## config.mk

```make
export PLATFORM = sky130hd
export DESIGN_NAME = phold_engine
export DESIGN_NICKNAME = d
export VERILOG_FILES = /design/src/source/phold_pkg.sv /design/src/source/event_fifo.sv /design/src/source/lfsr_rng.sv /design/src/source/lp_state_mem.sv /design/src/source/phold_core.sv /design/src/source/phold_engine.sv
export SDC_FILE = /design/constraint.sdc
export NUM_CORES = 1
export LEC_CHECK = 0
export BUFFER_PORTS_ARGS = -buffer_cell sky130_fd_sc_hd__buf_2
export CORE_UTILIZATION = 45
export DETAILED_ROUTE_END_ITERATION = 16
export PLACE_DENSITY_LB_ADDON = 0.2
export RECOVER_POWER = 25
export SETUP_SLACK_MARGIN = 0.3
export SYNTH_ARGS = -nofsm -noshare
export SYNTH_HDL_FRONTEND = slang
export SYNTH_SLANG_ARGS = --single-unit
```

## constraint.sdc

```tcl
create_clock -name clk -period 4.7 [get_ports clk]
set_input_delay 0.47 -clock clk [delete_from_list [all_inputs] [get_ports clk]]
set_output_delay 0.47 -clock clk [all_outputs]
set_load 0.03 [all_outputs]
```

## src/source/phold_pkg.sv

```systemverilog
`default_nettype none

package phold_pkg;

	// widths of the event and state fields.
	localparam int LP_ID_W = 3;
	localparam int TIME_W = 16;
	localparam int RND_W = 24;
	localparam int COUNT_W = 16;
	localparam int DELAY_W = 8;
	localparam int NUM_LP = 1 << LP_ID_W;

	localparam int FIFO_DEPTH = 4;
	localparam int FIFO_PTR_W = $clog2(FIFO_DEPTH);
	localparam int FIFO_CNT_W = $clog2(FIFO_DEPTH + 1);

	typedef logic [LP_ID_W-1:0] lp_id_t;
	typedef logic [TIME_W-1:0] sim_time_t;
	typedef logic [RND_W-1:0] rnd_t;
	typedef logic [COUNT_W-1:0] lp_count_t;
	typedef logic [2:0] mc_cmd_t;

	// request codes on rq_cmd and the matching response codes on rs_cmd.
	localparam mc_cmd_t MC_CMD_RD = 3'd1;
	localparam mc_cmd_t MC_CMD_WR = 3'd2;
	localparam mc_cmd_t MC_RS_RD_DATA = 3'd2;
	localparam mc_cmd_t MC_RS_WR_CMP = 3'd3;

	localparam rnd_t LFSR_SEED = 24'h00_0001;

	typedef enum logic [2:0] {
		IDLE,
		RD_REQ,
		RD_WAIT,
		WR_REQ,
		WR_WAIT,
		EMIT
	} core_state_t;

endpackage

`default_nettype wire

```

## src/source/event_fifo.sv

```systemverilog
`timescale 1ns/1ps
`default_nettype none

module event_fifo (
	input  wire                  clk,
	input  wire                  rst_n,
	input  wire                  in_valid,
	output logic                 in_ready,
	input  phold_pkg::lp_id_t    in_lp,
	input  phold_pkg::sim_time_t in_time,
	output logic                 pop_valid,
	input  wire                  pop,
	output phold_pkg::lp_id_t    pop_lp,
	output phold_pkg::sim_time_t pop_time
);

	phold_pkg::lp_id_t lp_mem [phold_pkg::FIFO_DEPTH];
	phold_pkg::sim_time_t time_mem [phold_pkg::FIFO_DEPTH];

	logic [phold_pkg::FIFO_PTR_W-1:0] wr_ptr;
	logic [phold_pkg::FIFO_PTR_W-1:0] rd_ptr;
	logic [phold_pkg::FIFO_CNT_W-1:0] count;
	logic push;
	logic take;

	assign in_ready = (count != phold_pkg::FIFO_CNT_W'(phold_pkg::FIFO_DEPTH));
	assign pop_valid = (count != '0);
	assign push = in_valid && in_ready;
	assign take = pop && pop_valid;

	// the head entry is read straight from the array, so no read cycle is needed.
	assign pop_lp = lp_mem[rd_ptr];
	assign pop_time = time_mem[rd_ptr];

	always_ff @(posedge clk) begin
		if (push) begin
			lp_mem[wr_ptr] <= in_lp;
			time_mem[wr_ptr] <= in_time;
		end
	end

	always_ff @(posedge clk) begin
		if (!rst_n) begin
			wr_ptr <= '0;
			rd_ptr <= '0;
			count <= '0;
		end else begin
			if (push) begin
				wr_ptr <= (wr_ptr == phold_pkg::FIFO_PTR_W'(phold_pkg::FIFO_DEPTH - 1)) ?
					'0 : wr_ptr + 1'b1;
			end
			if (take) begin
				rd_ptr <= (rd_ptr == phold_pkg::FIFO_PTR_W'(phold_pkg::FIFO_DEPTH - 1)) ?
					'0 : rd_ptr + 1'b1;
			end
			if (push && !take)
				count <= count + 1'b1;
			else if (take && !push)
				count <= count - 1'b1;
		end
	end

endmodule

`default_nettype wire

```

## src/source/lfsr_rng.sv

```systemverilog
`timescale 1ns/1ps
`default_nettype none

module lfsr_rng (
	input  wire             clk,
	input  wire             rst_n,
	input  wire             rnd_take,
	output phold_pkg::rnd_t rnd
);

	phold_pkg::rnd_t state;
	logic feedback;

	// taps 24, 23, 22 and 17 give a maximal length sequence.
	assign feedback = state[23] ^ state[22] ^ state[21] ^ state[16];

	assign rnd = state;

	always_ff @(posedge clk) begin
		if (!rst_n) begin
			state <= phold_pkg::LFSR_SEED;
		end else if (rnd_take) begin
			state <= {state[phold_pkg::RND_W-2:0], feedback};
		end
	end

endmodule

`default_nettype wire

```

## src/source/lp_state_mem.sv

```systemverilog
`timescale 1ns/1ps
`default_nettype none

module lp_state_mem (
	input  wire                  clk,
	input  wire                  rst_n,
	input  wire                  rq_vld,
	input  phold_pkg::mc_cmd_t   rq_cmd,
	input  phold_pkg::lp_id_t    rq_adr,
	input  phold_pkg::lp_count_t rq_data,
	input  phold_pkg::lp_id_t    rq_tag,
	output logic                 rq_stall,
	output logic                 rs_vld,
	output phold_pkg::mc_cmd_t   rs_cmd,
	output phold_pkg::lp_count_t rs_data,
	output phold_pkg::lp_id_t    rs_tag
);

	phold_pkg::lp_count_t counters [phold_pkg::NUM_LP];

	logic s1_vld;
	logic s2_vld;
	phold_pkg::mc_cmd_t s1_cmd;
	phold_pkg::mc_cmd_t s2_cmd;
	phold_pkg::lp_count_t s1_data;
	phold_pkg::lp_count_t s2_data;
	phold_pkg::lp_id_t s1_tag;
	phold_pkg::lp_id_t s2_tag;
	logic accept;
	logic is_wr;

	// only one request may be in flight, so stall until the response has gone out.
	assign rq_stall = s1_vld || s2_vld;
	assign accept = rq_vld && !rq_stall;
	assign is_wr = (rq_cmd == phold_pkg::MC_CMD_WR);

	always_ff @(posedge clk) begin
		if (!rst_n) begin
			for (int i = 0; i < phold_pkg::NUM_LP; i++)
				counters[i] <= '0;
			s1_vld <= 1'b0;
			s2_vld <= 1'b0;
		end else begin
			if (accept && is_wr)
				counters[rq_adr] <= rq_data;
			s1_vld <= accept;
			s2_vld <= s1_vld;
		end
	end

	always_ff @(posedge clk) begin
		s1_cmd <= is_wr ? phold_pkg::MC_RS_WR_CMP : phold_pkg::MC_RS_RD_DATA;
		s1_data <= is_wr ? rq_data : counters[rq_adr];
		s1_tag <= rq_tag;
		s2_cmd <= s1_cmd;
		s2_data <= s1_data;
		s2_tag <= s1_tag;
	end

	assign rs_vld = s2_vld;
	assign rs_cmd = s2_cmd;
	assign rs_data = s2_data;
	assign rs_tag = s2_tag;

endmodule

`default_nettype wire

```

## src/source/phold_core.sv

```systemverilog
`timescale 1ns/1ps
`default_nettype none

module phold_core (
	input  wire                  clk,
	input  wire                  rst_n,
	input  wire                  pop_valid,
	output logic                 pop,
	input  phold_pkg::lp_id_t    pop_lp,
	input  phold_pkg::sim_time_t pop_time,
	input  phold_pkg::rnd_t      rnd,
	output logic                 rnd_take,
	output logic                 rq_vld,
	output phold_pkg::mc_cmd_t   rq_cmd,
	output phold_pkg::lp_id_t    rq_adr,
	output phold_pkg::lp_count_t rq_data,
	output phold_pkg::lp_id_t    rq_tag,
	input  wire                  rq_stall,
	input  wire                  rs_vld,
	input  phold_pkg::mc_cmd_t   rs_cmd,
	input  phold_pkg::lp_count_t rs_data,
	input  phold_pkg::lp_id_t    rs_tag,
	output logic                 out_valid,
	input  wire                  out_ready,
	output phold_pkg::lp_id_t    out_lp,
	output phold_pkg::sim_time_t out_time,
	output phold_pkg::lp_id_t    out_src_lp,
	output phold_pkg::lp_count_t out_count
);

	phold_pkg::core_state_t state;

	// the event being processed and the random value drawn for it.
	phold_pkg::lp_id_t ev_lp;
	phold_pkg::sim_time_t ev_time;
	phold_pkg::rnd_t ev_rnd;
	phold_pkg::lp_count_t count_q;
	phold_pkg::lp_id_t tag_q;

	phold_pkg::sim_time_t delay;
	logic rq_accept;
	logic rs_match;

	assign pop = (state == phold_pkg::IDLE) && pop_valid;
	assign rnd_take = pop;

	assign rq_vld = (state == phold_pkg::RD_REQ) || (state == phold_pkg::WR_REQ);
	assign rq_cmd = (state == phold_pkg::WR_REQ) ? phold_pkg::MC_CMD_WR : phold_pkg::MC_CMD_RD;
	assign rq_adr = ev_lp;
	assign rq_data = count_q;
	assign rq_tag = tag_q;
	assign rq_accept = rq_vld && !rq_stall;

	// a response only counts when it carries the tag of our own request.
	assign rs_match = rs_vld && (rs_tag == tag_q);

	// delay lies in 1 to 256, so an event never lands on its own timestamp.
	assign delay = phold_pkg::sim_time_t'(ev_rnd[phold_pkg::DELAY_W-1:0]) + 1'b1;

	assign out_valid = (state == phold_pkg::EMIT);
	assign out_lp = ev_rnd[phold_pkg::RND_W-1 -: phold_pkg::LP_ID_W];
	assign out_time = ev_time + delay;
	assign out_src_lp = ev_lp;
	assign out_count = count_q;

	always_ff @(posedge clk) begin
		if (!rst_n) begin
			state <= phold_pkg::IDLE;
			tag_q <= '0;
		end else begin
			unique case (state)
				phold_pkg::IDLE: begin
					if (pop_valid)
						state <= phold_pkg::RD_REQ;
				end
				phold_pkg::RD_REQ: begin
					if (rq_accept)
						state <= phold_pkg::RD_WAIT;
				end
				phold_pkg::RD_WAIT: begin
					if (rs_match && rs_cmd == phold_pkg::MC_RS_RD_DATA) begin
						state <= phold_pkg::WR_REQ;
						tag_q <= tag_q + 1'b1;
					end
				end
				phold_pkg::WR_REQ: begin
					if (rq_accept)
						state <= phold_pkg::WR_WAIT;
				end
				phold_pkg::WR_WAIT: begin
					if (rs_match && rs_cmd == phold_pkg::MC_RS_WR_CMP) begin
						state <= phold_pkg::EMIT;
						tag_q <= tag_q + 1'b1;
					end
				end
				phold_pkg::EMIT: begin
					if (out_ready)
						state <= phold_pkg::IDLE;
				end
				default: begin
					state <= phold_pkg::IDLE;
				end
			endcase
		end
	end

	// payload registers load only in the state that owns them.
	always_ff @(posedge clk) begin
		if (pop) begin
			ev_lp <= pop_lp;
			ev_time <= pop_time;
			ev_rnd <= rnd;
		end
		if (state == phold_pkg::RD_WAIT && rs_match && rs_cmd == phold_pkg::MC_RS_RD_DATA)
			count_q <= rs_data + 1'b1;
	end

endmodule

`default_nettype wire

```

## src/source/phold_engine.sv

```systemverilog
`timescale 1ns/1ps
`default_nettype none

module phold_engine (
	input  wire                  clk,
	input  wire                  rst_n,
	input  wire                  in_valid,
	output logic                 in_ready,
	input  phold_pkg::lp_id_t    in_lp,
	input  phold_pkg::sim_time_t in_time,
	output logic                 out_valid,
	input  wire                  out_ready,
	output phold_pkg::lp_id_t    out_lp,
	output phold_pkg::sim_time_t out_time,
	output phold_pkg::lp_id_t    out_src_lp,
	output phold_pkg::lp_count_t out_count
);

	logic pop_valid;
	logic pop;
	phold_pkg::lp_id_t pop_lp;
	phold_pkg::sim_time_t pop_time;

	phold_pkg::rnd_t rnd;
	logic rnd_take;

	logic rq_vld;
	logic rq_stall;
	phold_pkg::mc_cmd_t rq_cmd;
	phold_pkg::lp_id_t rq_adr;
	phold_pkg::lp_count_t rq_data;
	phold_pkg::lp_id_t rq_tag;

	logic rs_vld;
	phold_pkg::mc_cmd_t rs_cmd;
	phold_pkg::lp_count_t rs_data;
	phold_pkg::lp_id_t rs_tag;

	event_fifo i_event_fifo (
		.clk(clk), .rst_n(rst_n),
		.in_valid(in_valid), .in_ready(in_ready), .in_lp(in_lp), .in_time(in_time),
		.pop_valid(pop_valid), .pop(pop), .pop_lp(pop_lp), .pop_time(pop_time)
	);

	lfsr_rng i_lfsr_rng (
		.clk(clk), .rst_n(rst_n), .rnd_take(rnd_take), .rnd(rnd)
	);

	phold_core i_phold_core (
		.clk(clk), .rst_n(rst_n),
		.pop_valid(pop_valid), .pop(pop), .pop_lp(pop_lp), .pop_time(pop_time),
		.rnd(rnd), .rnd_take(rnd_take),
		.rq_vld(rq_vld), .rq_cmd(rq_cmd), .rq_adr(rq_adr), .rq_data(rq_data),
		.rq_tag(rq_tag), .rq_stall(rq_stall),
		.rs_vld(rs_vld), .rs_cmd(rs_cmd), .rs_data(rs_data), .rs_tag(rs_tag),
		.out_valid(out_valid), .out_ready(out_ready), .out_lp(out_lp),
		.out_time(out_time), .out_src_lp(out_src_lp), .out_count(out_count)
	);

	// on-chip stand-in for the external memory with a fixed latency.
	lp_state_mem i_lp_state_mem (
		.clk(clk), .rst_n(rst_n),
		.rq_vld(rq_vld), .rq_cmd(rq_cmd), .rq_adr(rq_adr), .rq_data(rq_data),
		.rq_tag(rq_tag), .rq_stall(rq_stall),
		.rs_vld(rs_vld), .rs_cmd(rs_cmd), .rs_data(rs_data), .rs_tag(rs_tag)
	);

endmodule

`default_nettype wire

```

==> results.tsv, run 1 <==
metric	value	unit
antenna-violating nets left	0	
Max clock buf depth	3	
Die Span Y	176	µm
Max Freq	0.272	GHz
worst reg2reg path depth	7	
P_int	0.00647	W
Synth Net Count	1009	
Syn Area/Cell	14.2	µm²
Crit Path Category	register to register	
first-pass GRT wire length	44800	µm
root buffer cell	clkbuf_16	
RSZ-0062 raised after global routing	no	
# Post-CTS Setup Buffers	0	
Crit. End Element	register	
largest net degree at the start of global routing	55	
area delta synth->final	13.6	%
worst reg2reg path startpoint	i_phold_core.state[2]$_SDFFE_PN0P_	
row cnt	63	
P_sw	0.00342	W
Layout Skew	20.7	ps
P per Cell Area	637	nW/µm²
Reg power frac	40.2	%
Clk Latency, worst-skew pair	510	ps
Syn Inst Count	965	
TritonCTS buffer count	35	
Crit-path slowest cell	clkbuf_1	
synthesized flop and latch total	329	
clock-pin slew on the worst setup and hold paths	60	ps
Cells after DPL	1384	
DR WL/cell	19.8	µm
Post-Route WL	28700	µm
Ant. Diodes	0	
crit path max fanout	21	
Synth area leader	edfxtp_1	
Worst Path Arrival	3730	ps
Worst Path Buf+Inv	3	
maximum vdd ir drop	0.000419	V
Starting Density	46.0	%
Starting DRT DRC Count	640	
slowest stage delay, CP	770	ps
CTS Hold Bufs	0	
fin crit share	78.2	%
status	finished clean	
Critical Path Start Type	register	
initial antenna violation count	0	
Port-buffer cells	62	
htree depth	2	
ys async rst share	0	%
Hold Startpoint	in_time[15]	
Synth area leaders	edfxtp_1 55%, dfxtp_1 12%, mux4_2 5.6%	
Worst Hold Endpoint	i_event_fifo.time_mem[0][15]$_DFFE_PP_	
clock share of power	27.7	%
Post-synth top cells	250 x edfxtp_1, 99 x and2_1, 81 x nand2_1	
Overall Global Routing Usage	19.0	%
worst-margin pin slew	1370	ps
WHS Path Cells	1	
vias per cell	5.36	
combinational power share	32.1	%
DRT Pass-1 Iters	5	
fillers	2492	
Final Hold Fails	0	
worst endpoint required time	4760	ps
minimum clock period	3670	ps
Final HPWL DP	17400	µm
Congestion Overflow GR	0	
Area after DPL	14400	µm²
Non-Filler Instances	1447	
Worst R2R Setup Slack	1030	ps
Setup Total Neg Slack	0	ps
multi-input gate area in the final layout	4320	µm²
I/O Pins	63	
sequential share of the synthesized area	66.5	%
r2r endpoint	i_lp_state_mem.counters[1][15]$_SDFFCE_PN0P_	
Total Nets Final	1075	
Min-Delay Path Class	primary input to register	
slew margin rel.	8.58	%
drc violations	0	
Resized cells post-CTS	0	
top cell type's share of synthesized area	55.0	%
Switching Fraction	34.6	%
vias	7756	
GP Congestion	0.783	
CP top delay family	buffers and inverters	
dominant cell by count in the synthesized netlist	edfxtp_1	
Design Area, Final	15500	µm²
MaxCap Viol Count	0	
Reg area	9090	µm²
Leak	5.65	nW
layout cells sized above 1	16.2	%
setup violators final	0	
DIE WIDTH	176	µm
CTS tree	yes	
Die ar.	31100	µm²
yosys warns	0	
top_reg_cell synth	edfxtp_1	
CTS Sinks	329	
crit path cell chain	nand3b_1 > clkbuf_1 > inv_1 > nand3_1 > nor3b_2 > buf_4 > nand2b_1	
Post-Synthesis Cell Area	13700	µm²
vias in the first global route	7848	
core region area	29700	µm²
Util after Layout	52.2	%
Final Max Slew Viols	0	
Cell variety after synth	57	
number of synthesized flops with an enable pin	250	
[cells by family after synthesis]
group / synth area share, %
flops: 66.5
simple gates: 12.8
compound gates: 6.29
buf+inv: 2.08
mux: 7.72
xor+xnor: 2.50
fa+ha+maj: 2.03
[per-layer routing]
metal | track usage (%) | share of wire [%]
met1 | 25.4 | 45
met2 | 31.6 | 49
met3 | 3.25 | 4.2
met4 | 5.65 | 2.3
met5 | 0 | 0
[placed cells by master, fill, tap and decap left out, types with 5 or more instances in the layout]
cell type and instances:
dfxtp_1 79, a21oi_1 50, nand4_1 7, xnor2_1 25
mux4_2 34, ha_1 19, o211ai_1 9, nor3_1 5
and3_1 43, clkinv_2 5, o22a_1 6, inv_1 12
edfxtp_1 250, a221oi_1 6, clkbuf_1 35, or3_1 6
nor2_1 16, o21ai_0 25, buf_4 16, nand3_1 14
or3b_2 6, xor2_1 14, buf_2 39, and2_1 99
mux2i_1 21, nand2b_1 7, clkbuf_16 37, mux2_2 7
a21o_1 7, nand2_1 81, a22oi_1 7
[power by group through the flow]
stage	Combinational [W]	Sequential, W	Clock, W
5_1_grt	0.00344	0.00404	0.00291
2_1_floorplan	0.00241	0.00391	0
6_report	0.00317	0.00398	0.00274
4_1_cts	0.00323	0.00398	0.00281
3_3_place_gp	0.00319	0.00403	0
3_5_place_dp	0.00321	0.00403	0
[registers in the layout, indices dropped and copies added, names as in the netlist, 12 cells and up]
register,count
i_phold_core.ev_time,16
i_lfsr_rng.rnd,24
i_event_fifo.time_mem,64
i_lp_state_mem.counters,128
i_lp_state_mem.rs_data,16
i_lp_state_mem.s1_data,16
i_phold_core.out_count,16
i_event_fifo.lp_mem,12
[metrics by stage]
stage | worst slack [ps] | power [W] | hold WS [ps]
detailed placement | 1520 | 0.00725 | 312
global route | 723 | 0.0104 | 214
finish | 1030 | 0.00989 | 211
global placement | 1570 | 0.00722 | 311
floorplan | 1410 | 0.00632 | 310
CTS | 1020 | 0.0100 | 158
[how the worst max path moves through the flow]
stage | startpoint | slack (ps) | to | depth (start not counted)
3_3_place_gp | i_phold_core.state[0]$_SDFFE_PN0P_ | 1570 | i_lp_state_mem.counters[1][15]$_SDFFCE_PN0P_ | 7
5_1_grt | i_phold_core.state[2]$_SDFFE_PN0P_ | 720 | i_lp_state_mem.counters[1][2]$_SDFFCE_PN0P_ | 7
3_5_place_dp | i_phold_core.state[0]$_SDFFE_PN0P_ | 1520 | i_lp_state_mem.counters[1][15]$_SDFFCE_PN0P_ | 7
4_1_cts | i_phold_core.ev_rnd[0]$_DFFE_PP_ | 1020 | out_time[12] | 10
2_1_floorplan | i_phold_core.rq_tag[2]$_SDFFE_PN0P_ | 1410 | i_phold_core.out_count[0]$_DFFE_PP_ | 3
6_report | i_phold_core.state[2]$_SDFFE_PN0P_ | 1030 | i_lp_state_mem.counters[1][15]$_SDFFCE_PN0P_ | 7
[layout make-up]
cell class,count,area share (%)
Sequential cell,329,58.6
Multi-Input combinational cell,571,27.9
Clock buffer,51,6.56
Tap cell,390,3.14
Timing Repair Buffer,80,2.64
Clock inverter,12,0.887
Inverter,14,0.339
Power figures use the tool's default switching activity.
==> inputs of run 2 (changes only) <==
==> constraint.sdc (replaced) <==
create_clock -name clk -period 3.6 [get_ports clk]
set_input_delay 0.36 -clock clk [delete_from_list [all_inputs] [get_ports clk]]
set_output_delay 0.36 -clock clk [all_outputs]
set_load 0.03 [all_outputs]
==> run 2 against run 1 <==
Flip-flop and latch count is the same. Utilization rose by 0.67 points. First-iteration DRC count down 6.1%. Register-to-register slack worse by 97 ps. Via count is 2.1% higher. Routed wire length is 0.93% higher. Sequential power rose by 31%. Highest routed layer unchanged.
==> results.tsv, run 2 (same netlist as run 1, synthesis figures left out) <==
metric	value	unit
Congestion Overflow GR	0	
CTS Sinks	329	
fillers	2429	
Reg power frac	39.7	%
worst endpoint required time	3240	ps
P per Cell Area	837	nW/µm²
DR WL/cell	19.7	µm
I/O Pins	63	
Ant. Diodes	0	
Max Freq	0.305	GHz
row cnt	63	
Final Max Slew Viols	0	
Max clock buf depth	3	
Reg with most FFs	i_lp_state_mem.counters	
Crit Path Category	register to output pin	
Setup Total Neg Slack	0	ps
CTS tree	yes	
P_int	0.00857	W
Total Nets Final	1097	
initial antenna violation count	0	
setup violators final	0	
worst reg2reg path depth	5	
Largest register FFs	128	
Overall Global Routing Usage	19.1	%
Layout Skew	20.1	ps
Switching Fraction	34.9	%
TritonCTS buffer count	36	
vias in the first global route	7984	
antenna-violating nets left	0	
MaxCap Viol Count	0	
RSZ-0062 raised after global routing	yes	
Final Hold Fails	0	
Die Span Y	176	µm
Worst R2R Setup Slack	930	ps
Starting DRT DRC Count	601	
end of the critical path	out_time[13]	
r2r endpoint	i_lp_state_mem.counters[0][4]$_SDFFCE_PN0P_	
layout cells sized above 1	17.9	%
Design Area, Final	15700	µm²
vias	7922	
crit path max fanout	4	
minimum clock period	3280	ps
Starting Density	46.0	%
Clk Latency, worst-skew pair	510	ps
area delta synth->final	15.1	%
combinational power share	33.8	%
htree depth	2	
slowest stage delay, CP	410	ps
slew margin rel.	28.8	%
Leak	5.73	nW
Worst Path Arrival	2920	ps
drc violations	0	
worst reg2reg path startpoint	i_phold_core.state[0]$_SDFFE_PN0P_	
core region area	29700	µm²
Die ar.	31100	µm²
vias per cell	5.39	
CP Launch Point	i_phold_core.ev_rnd[0]$_DFFE_PP_	
Post-Route WL	28900	µm
Util after Layout	52.9	%
commonest non-fill, non-tap cell in the layout	edfxtp_1	
root buffer cell	clkbuf_16	
Final HPWL DP	17700	µm
cell repeated most along the worst path	buf_6	
total power	0.0132	W
Hold WS	115	ps
Critical Path Start Type	register	
DIE WIDTH	176	µm
clock-pin slew on the worst setup and hold paths	60	ps
GP Congestion	0.791	
Crit. End Element	output pin	
fin crit share	91.0	%
Reg area	9090	µm²
largest net degree at the start of global routing	45	
DRT Pass-1 Iters	4	
maximum vdd ir drop	0.000682	V
Crit-path slowest cell	edfxtp_1	
P_sw	0.00459	W
clock share of power	26.5	%
Area after DPL	14500	µm²
CTS Hold Bufs	0	
first-pass GRT wire length	45200	µm
Min-Delay Path Class	primary input to register	
status	finished clean	
commonest non-fill, non-tap cells in the layout	250 x edfxtp_1, 97 x and2_1, 81 x nand2_1, 79 x dfxtp_1, 47 x a21oi_1	
worst-margin pin slew	1070	ps
crit path cell chain	buf_6 > and4_1 > nand4_1 > xnor2_1 > ha_1 > buf_4 > nand2_1 > a21o_1 > o211ai_1 > or3b_4 > buf_6	
multi-input gate area in the final layout	4380	µm²
Port-buffer cells	62	
## run 2: worst min path at each step
stage	cells after the start	to	slack [ps]	from
finish	1	i_event_fifo.time_mem[2][11]$_DFFE_PP_	110	in_time[11]
global route	1	i_event_fifo.time_mem[2][12]$_DFFE_PP_	110	in_time[12]
CTS	1	i_event_fifo.time_mem[1][0]$_DFFE_PP_	50	in_time[0]
detailed placement	0	i_lp_state_mem.rs_data[12]$_DFF_P_	310	i_lp_state_mem.s1_data[12]$_DFF_P_
global placement	0	i_lp_state_mem.rs_tag[1]$_DFF_P_	310	i_lp_state_mem.s1_tag[1]$_DFF_P_
floorplan	0	i_lp_state_mem.rs_cmd[0]$_DFF_P_	310	i_lp_state_mem.s1_cmd[0]$_DFF_P_
## run 2: critical path, delay by kind of cell, from the launching register on
| kind | cells | cell delay [ps] |
|---|---|---|
| adder cells (fa/ha/maj) | 1 | 340 |
| buffers and inverters | 3 | 410 |
| XOR/XNOR | 1 | 150 |
| AO/OA/AOI/OAI | 2 | 350 |
| AND/OR/NAND/NOR | 4 | 760 |
| flip-flops | 1 | 410 |
## run 2: cell type report
class	count	share of cell area, %
clock buffer	53	6.60
clock inverter	12	0.581
inverter	14	0.334
multi-input combinational	571	27.9
sequential	329	57.8
tap	390	3.10
timing repair buffer	101	3.70
## run 2: power groups by stage
stage | Combinational, W | Clock, W | Sequential (W)
finish | 0.00445 | 0.00349 | 0.00522
global route | 0.00480 | 0.00372 | 0.00530
CTS | 0.00437 | 0.00357 | 0.00522
detailed placement | 0.00418 | 0 | 0.00530
global placement | 0.00416 | 0 | 0.00529
floorplan | 0.00315 | 0 | 0.00511
## run 2: metrics by stage
| step | instances | setup slack [ps] |
|---|---|---|
| 6_report | 1470 | 324 |
| 5_1_grt | 1470 | 196 |
| 4_1_cts | 1466 | 320 |
| 2_1_floorplan | 965 | 306 |
| 3_3_place_gp | 1395 | 668 |
| 3_5_place_dp | 1395 | 635 |
## run 2: what timing repair did
action | 4_1_cts | 5_1_grt
setup buffers | 6 | 4
gates resized for setup | 14 | 12
setup endpoints to repair | 7 | 7
hold endpoints to repair | 0 | 0
pin swaps | 14 | 15
## run 2: layer usage
metal	share of wire (%)	wire length [µm]	global-route usage, %	up-vias
li1	-	-	-	3788
met3	4.1	1180	3.40	51
met5	0	0	0	-
met2	48	13900	31.8	158
met4	2.4	696	5.87	0
met1	45	13100	25.6	3925
==> inputs of run 3 (changes only) <==
--- a/config.mk
+++ b/config.mk
@@ -5,7 +5,7 @@
 export SDC_FILE = /design/constraint.sdc
 export NUM_CORES = 1
 export LEC_CHECK = 0
-export BUFFER_PORTS_ARGS = -buffer_cell sky130_fd_sc_hd__buf_2
+export BUFFER_PORTS_ARGS = -buffer_cell sky130_fd_sc_hd__buf_4
 export CORE_UTILIZATION = 45
 export DETAILED_ROUTE_END_ITERATION = 16
 export PLACE_DENSITY_LB_ADDON = 0.2
==> run 3 against run 2 <==
Routed wire length down 0.80%. Worst setup slack improved by 18 ps. Critical path depth did not move. Cell count down 0.41%. Critical path type unchanged. Critical endpoint is now out_time[14]. Highest routed layer unchanged.
==> results.tsv, run 3 (same netlist as run 1, synthesis figures left out) <==
metric	value	unit
Port-buffer cells	62	
htree depth	2	
vias	7856	
vias per cell	5.37	
DIE WIDTH	176	µm
Ant. Diodes	0	
crit path cell chain	buf_4 > and4_1 > nand4_1 > xnor2_1 > ha_1 > a21o_1 > o211ai_1 > buf_4 > o21a_1 > o32ai_2 > buf_4	
GP Congestion	0.782	
status	finished clean	
combinational power share	34.1	%
CTS Hold Bufs	0	
Max Freq	0.307	GHz
Total Nets Final	1092	
Starting Density	46.0	%
total power	0.0134	W
commonest non-fill, non-tap cells in the layout	250 x edfxtp_1, 98 x and2_1, 81 x nand2_1, 79 x dfxtp_1, 57 x buf_4	
RSZ-0062 raised after global routing	yes	
Clk Latency, worst-skew pair	510	ps
worst endpoint required time	3240	ps
slowest stage delay, CP	360	ps
Largest register FFs	128	
worst-margin pin slew	1100	ps
Switching Fraction	34.0	%
Final Hold Fails	0	
CTS Sinks	329	
fin crit share	90.5	%
maximum vdd ir drop	0.000705	V
DRT Pass-1 Iters	6	
TritonCTS buffer count	35	
Max clock buf depth	3	
first-pass GRT wire length	44600	µm
area delta synth->final	15.7	%
cell repeated most along the worst path	buf_4	
antenna-violating nets left	0	
Worst Path Arrival	2900	ps
minimum clock period	3260	ps
root buffer cell	clkbuf_16	
Overall Global Routing Usage	18.9	%
Reg power frac	38.6	%
fillers	2491	
Congestion Overflow GR	0	
row cnt	63	
CTS tree	yes	
Die ar.	31100	µm²
commonest non-fill, non-tap cell in the layout	edfxtp_1	
Post-Route WL	28700	µm
setup violators final	0	
Min-Delay Path Class	primary input to register	
largest net degree at the start of global routing	45	
slew margin rel.	26.7	%
Starting DRT DRC Count	476	
Crit. End Element	output pin	
Die Span Y	176	µm
Crit Path Category	register to output pin	
Critical Path Start Type	register	
vias in the first global route	7978	
P_int	0.00884	W
P per Cell Area	848	nW/µm²
initial antenna violation count	1	
Final Max Slew Viols	0	
layout cells sized above 1	17.3	%
clock-pin slew on the worst setup and hold paths	60	ps
Crit-path slowest cell	ha_1	
Layout Skew	13.4	ps
Leak	5.75	nW
P_sw	0.00456	W
clock share of power	27.4	%
drc violations	0	
I/O Pins	63	
DR WL/cell	19.6	µm
Final HPWL DP	17400	µm
Setup Total Neg Slack	0	ps
core region area	29700	µm²
Reg with most FFs	i_lp_state_mem.counters	
crit path max fanout	5	
MaxCap Viol Count	0	
==> run 3: changes by cell type in the layout (fill, tap and decap cells not counted), moves of 2 or more <==
cell / previous run / this run
buf_2: 24 / 0
buf_4: 39 / 57
buf_6: 3 / 1
bufinv_16: 1 / 3
inv_6: 2 / 0
o21ai_0: 23 / 25
o21ai_1: 2 / 0
==> run 3: through the flow <==
| step | setup WS [ps] | utilization, % | cell area [µm²] | instances | hold slack (ps) |
|---|---|---|---|---|---|
| floorplan | 306 | - | 13700 | 965 | 310 |
| detailed placement | 649 | 49.3 | 14600 | 1395 | 312 |
| CTS | 289 | 53.5 | 15900 | 1463 | 37.2 |
| global placement | 670 | 49.3 | 14600 | 1395 | 310 |
| global route | 217 | 53.2 | 15800 | 1464 | 101 |
| finish | 342 | 53.2 | 15800 | 1464 | 121 |
==> run 3: cell type report <==
| class | instances | area (µm²) | area share (%) |
|---|---|---|---|
| clock buffers | 50 | 1060 | 6.69 |
| clock inverters | 13 | 138 | 0.871 |
| inverters | 14 | 52.6 | 0.333 |
| multi-input cells | 571 | 4390 | 27.8 |
| flip-flops and latches | 329 | 9090 | 57.5 |
| well taps | 390 | 488 | 3.09 |
| repair buffers | 97 | 586 | 3.71 |
==> run 3: path summary, 6_finish.rpt <==
kind / start / endpoint / slack, ps / cells past startpoint
setup / recovery: i_phold_core.ev_rnd[0]$_DFFE_PP_ / out_time[14] / 340 / 11
hold / removal: in_time[0] / i_event_fifo.time_mem[0][0]$_DFFE_PP_ / 120 / 1
setup reg to reg: i_phold_core.state[0]$_SDFFE_PN0P_ / i_lp_state_mem.counters[4][0]$_SDFFCE_PN0P_ / 810 / 5
hold reg to reg: i_lp_state_mem.s1_data[10]$_DFF_P_ / i_lp_state_mem.rs_data[10]$_DFF_P_ / 320 / 0
==> run 3: routing by layer <==
| layer | track usage, % | vias to the layer above | wire (µm) |
|---|---|---|---|
| li1 | - | 3760 | - |
| met1 | 24.4 | 3914 | 12500 |
| met2 | 33.0 | 141 | 14500 |
| met3 | 3.19 | 41 | 1200 |
| met4 | 4.57 | 0 | 484 |
| met5 | 0 | - | 0 |
==> run 3: power by group through the flow <==
stage	clock (W)	combinational [W]	sequential, W
2_1_floorplan	0	0.00315	0.00511
3_3_place_gp	0	0.00443	0.00524
3_5_place_dp	0	0.00446	0.00524
4_1_cts	0.00375	0.00459	0.00517
5_1_grt	0.00388	0.00494	0.00524
6_report	0.00366	0.00457	0.00517
==> run 3: critical path: cells and delay by family (launching register included) <==
kind / cells / cell delay [ps]
compound gates: 4 / 740
xor+xnor: 1 / 150
fa+ha+maj: 1 / 360
buf+inv: 3 / 490
flops: 1 / 350
simple gates: 2 / 310
==> run 3: timing repair <==
action                     4_1_cts  5_1_grt
setup endpoints to repair        4        6
buffers inserted                 5        1
pin swaps                        8        5
resized for setup                7        9
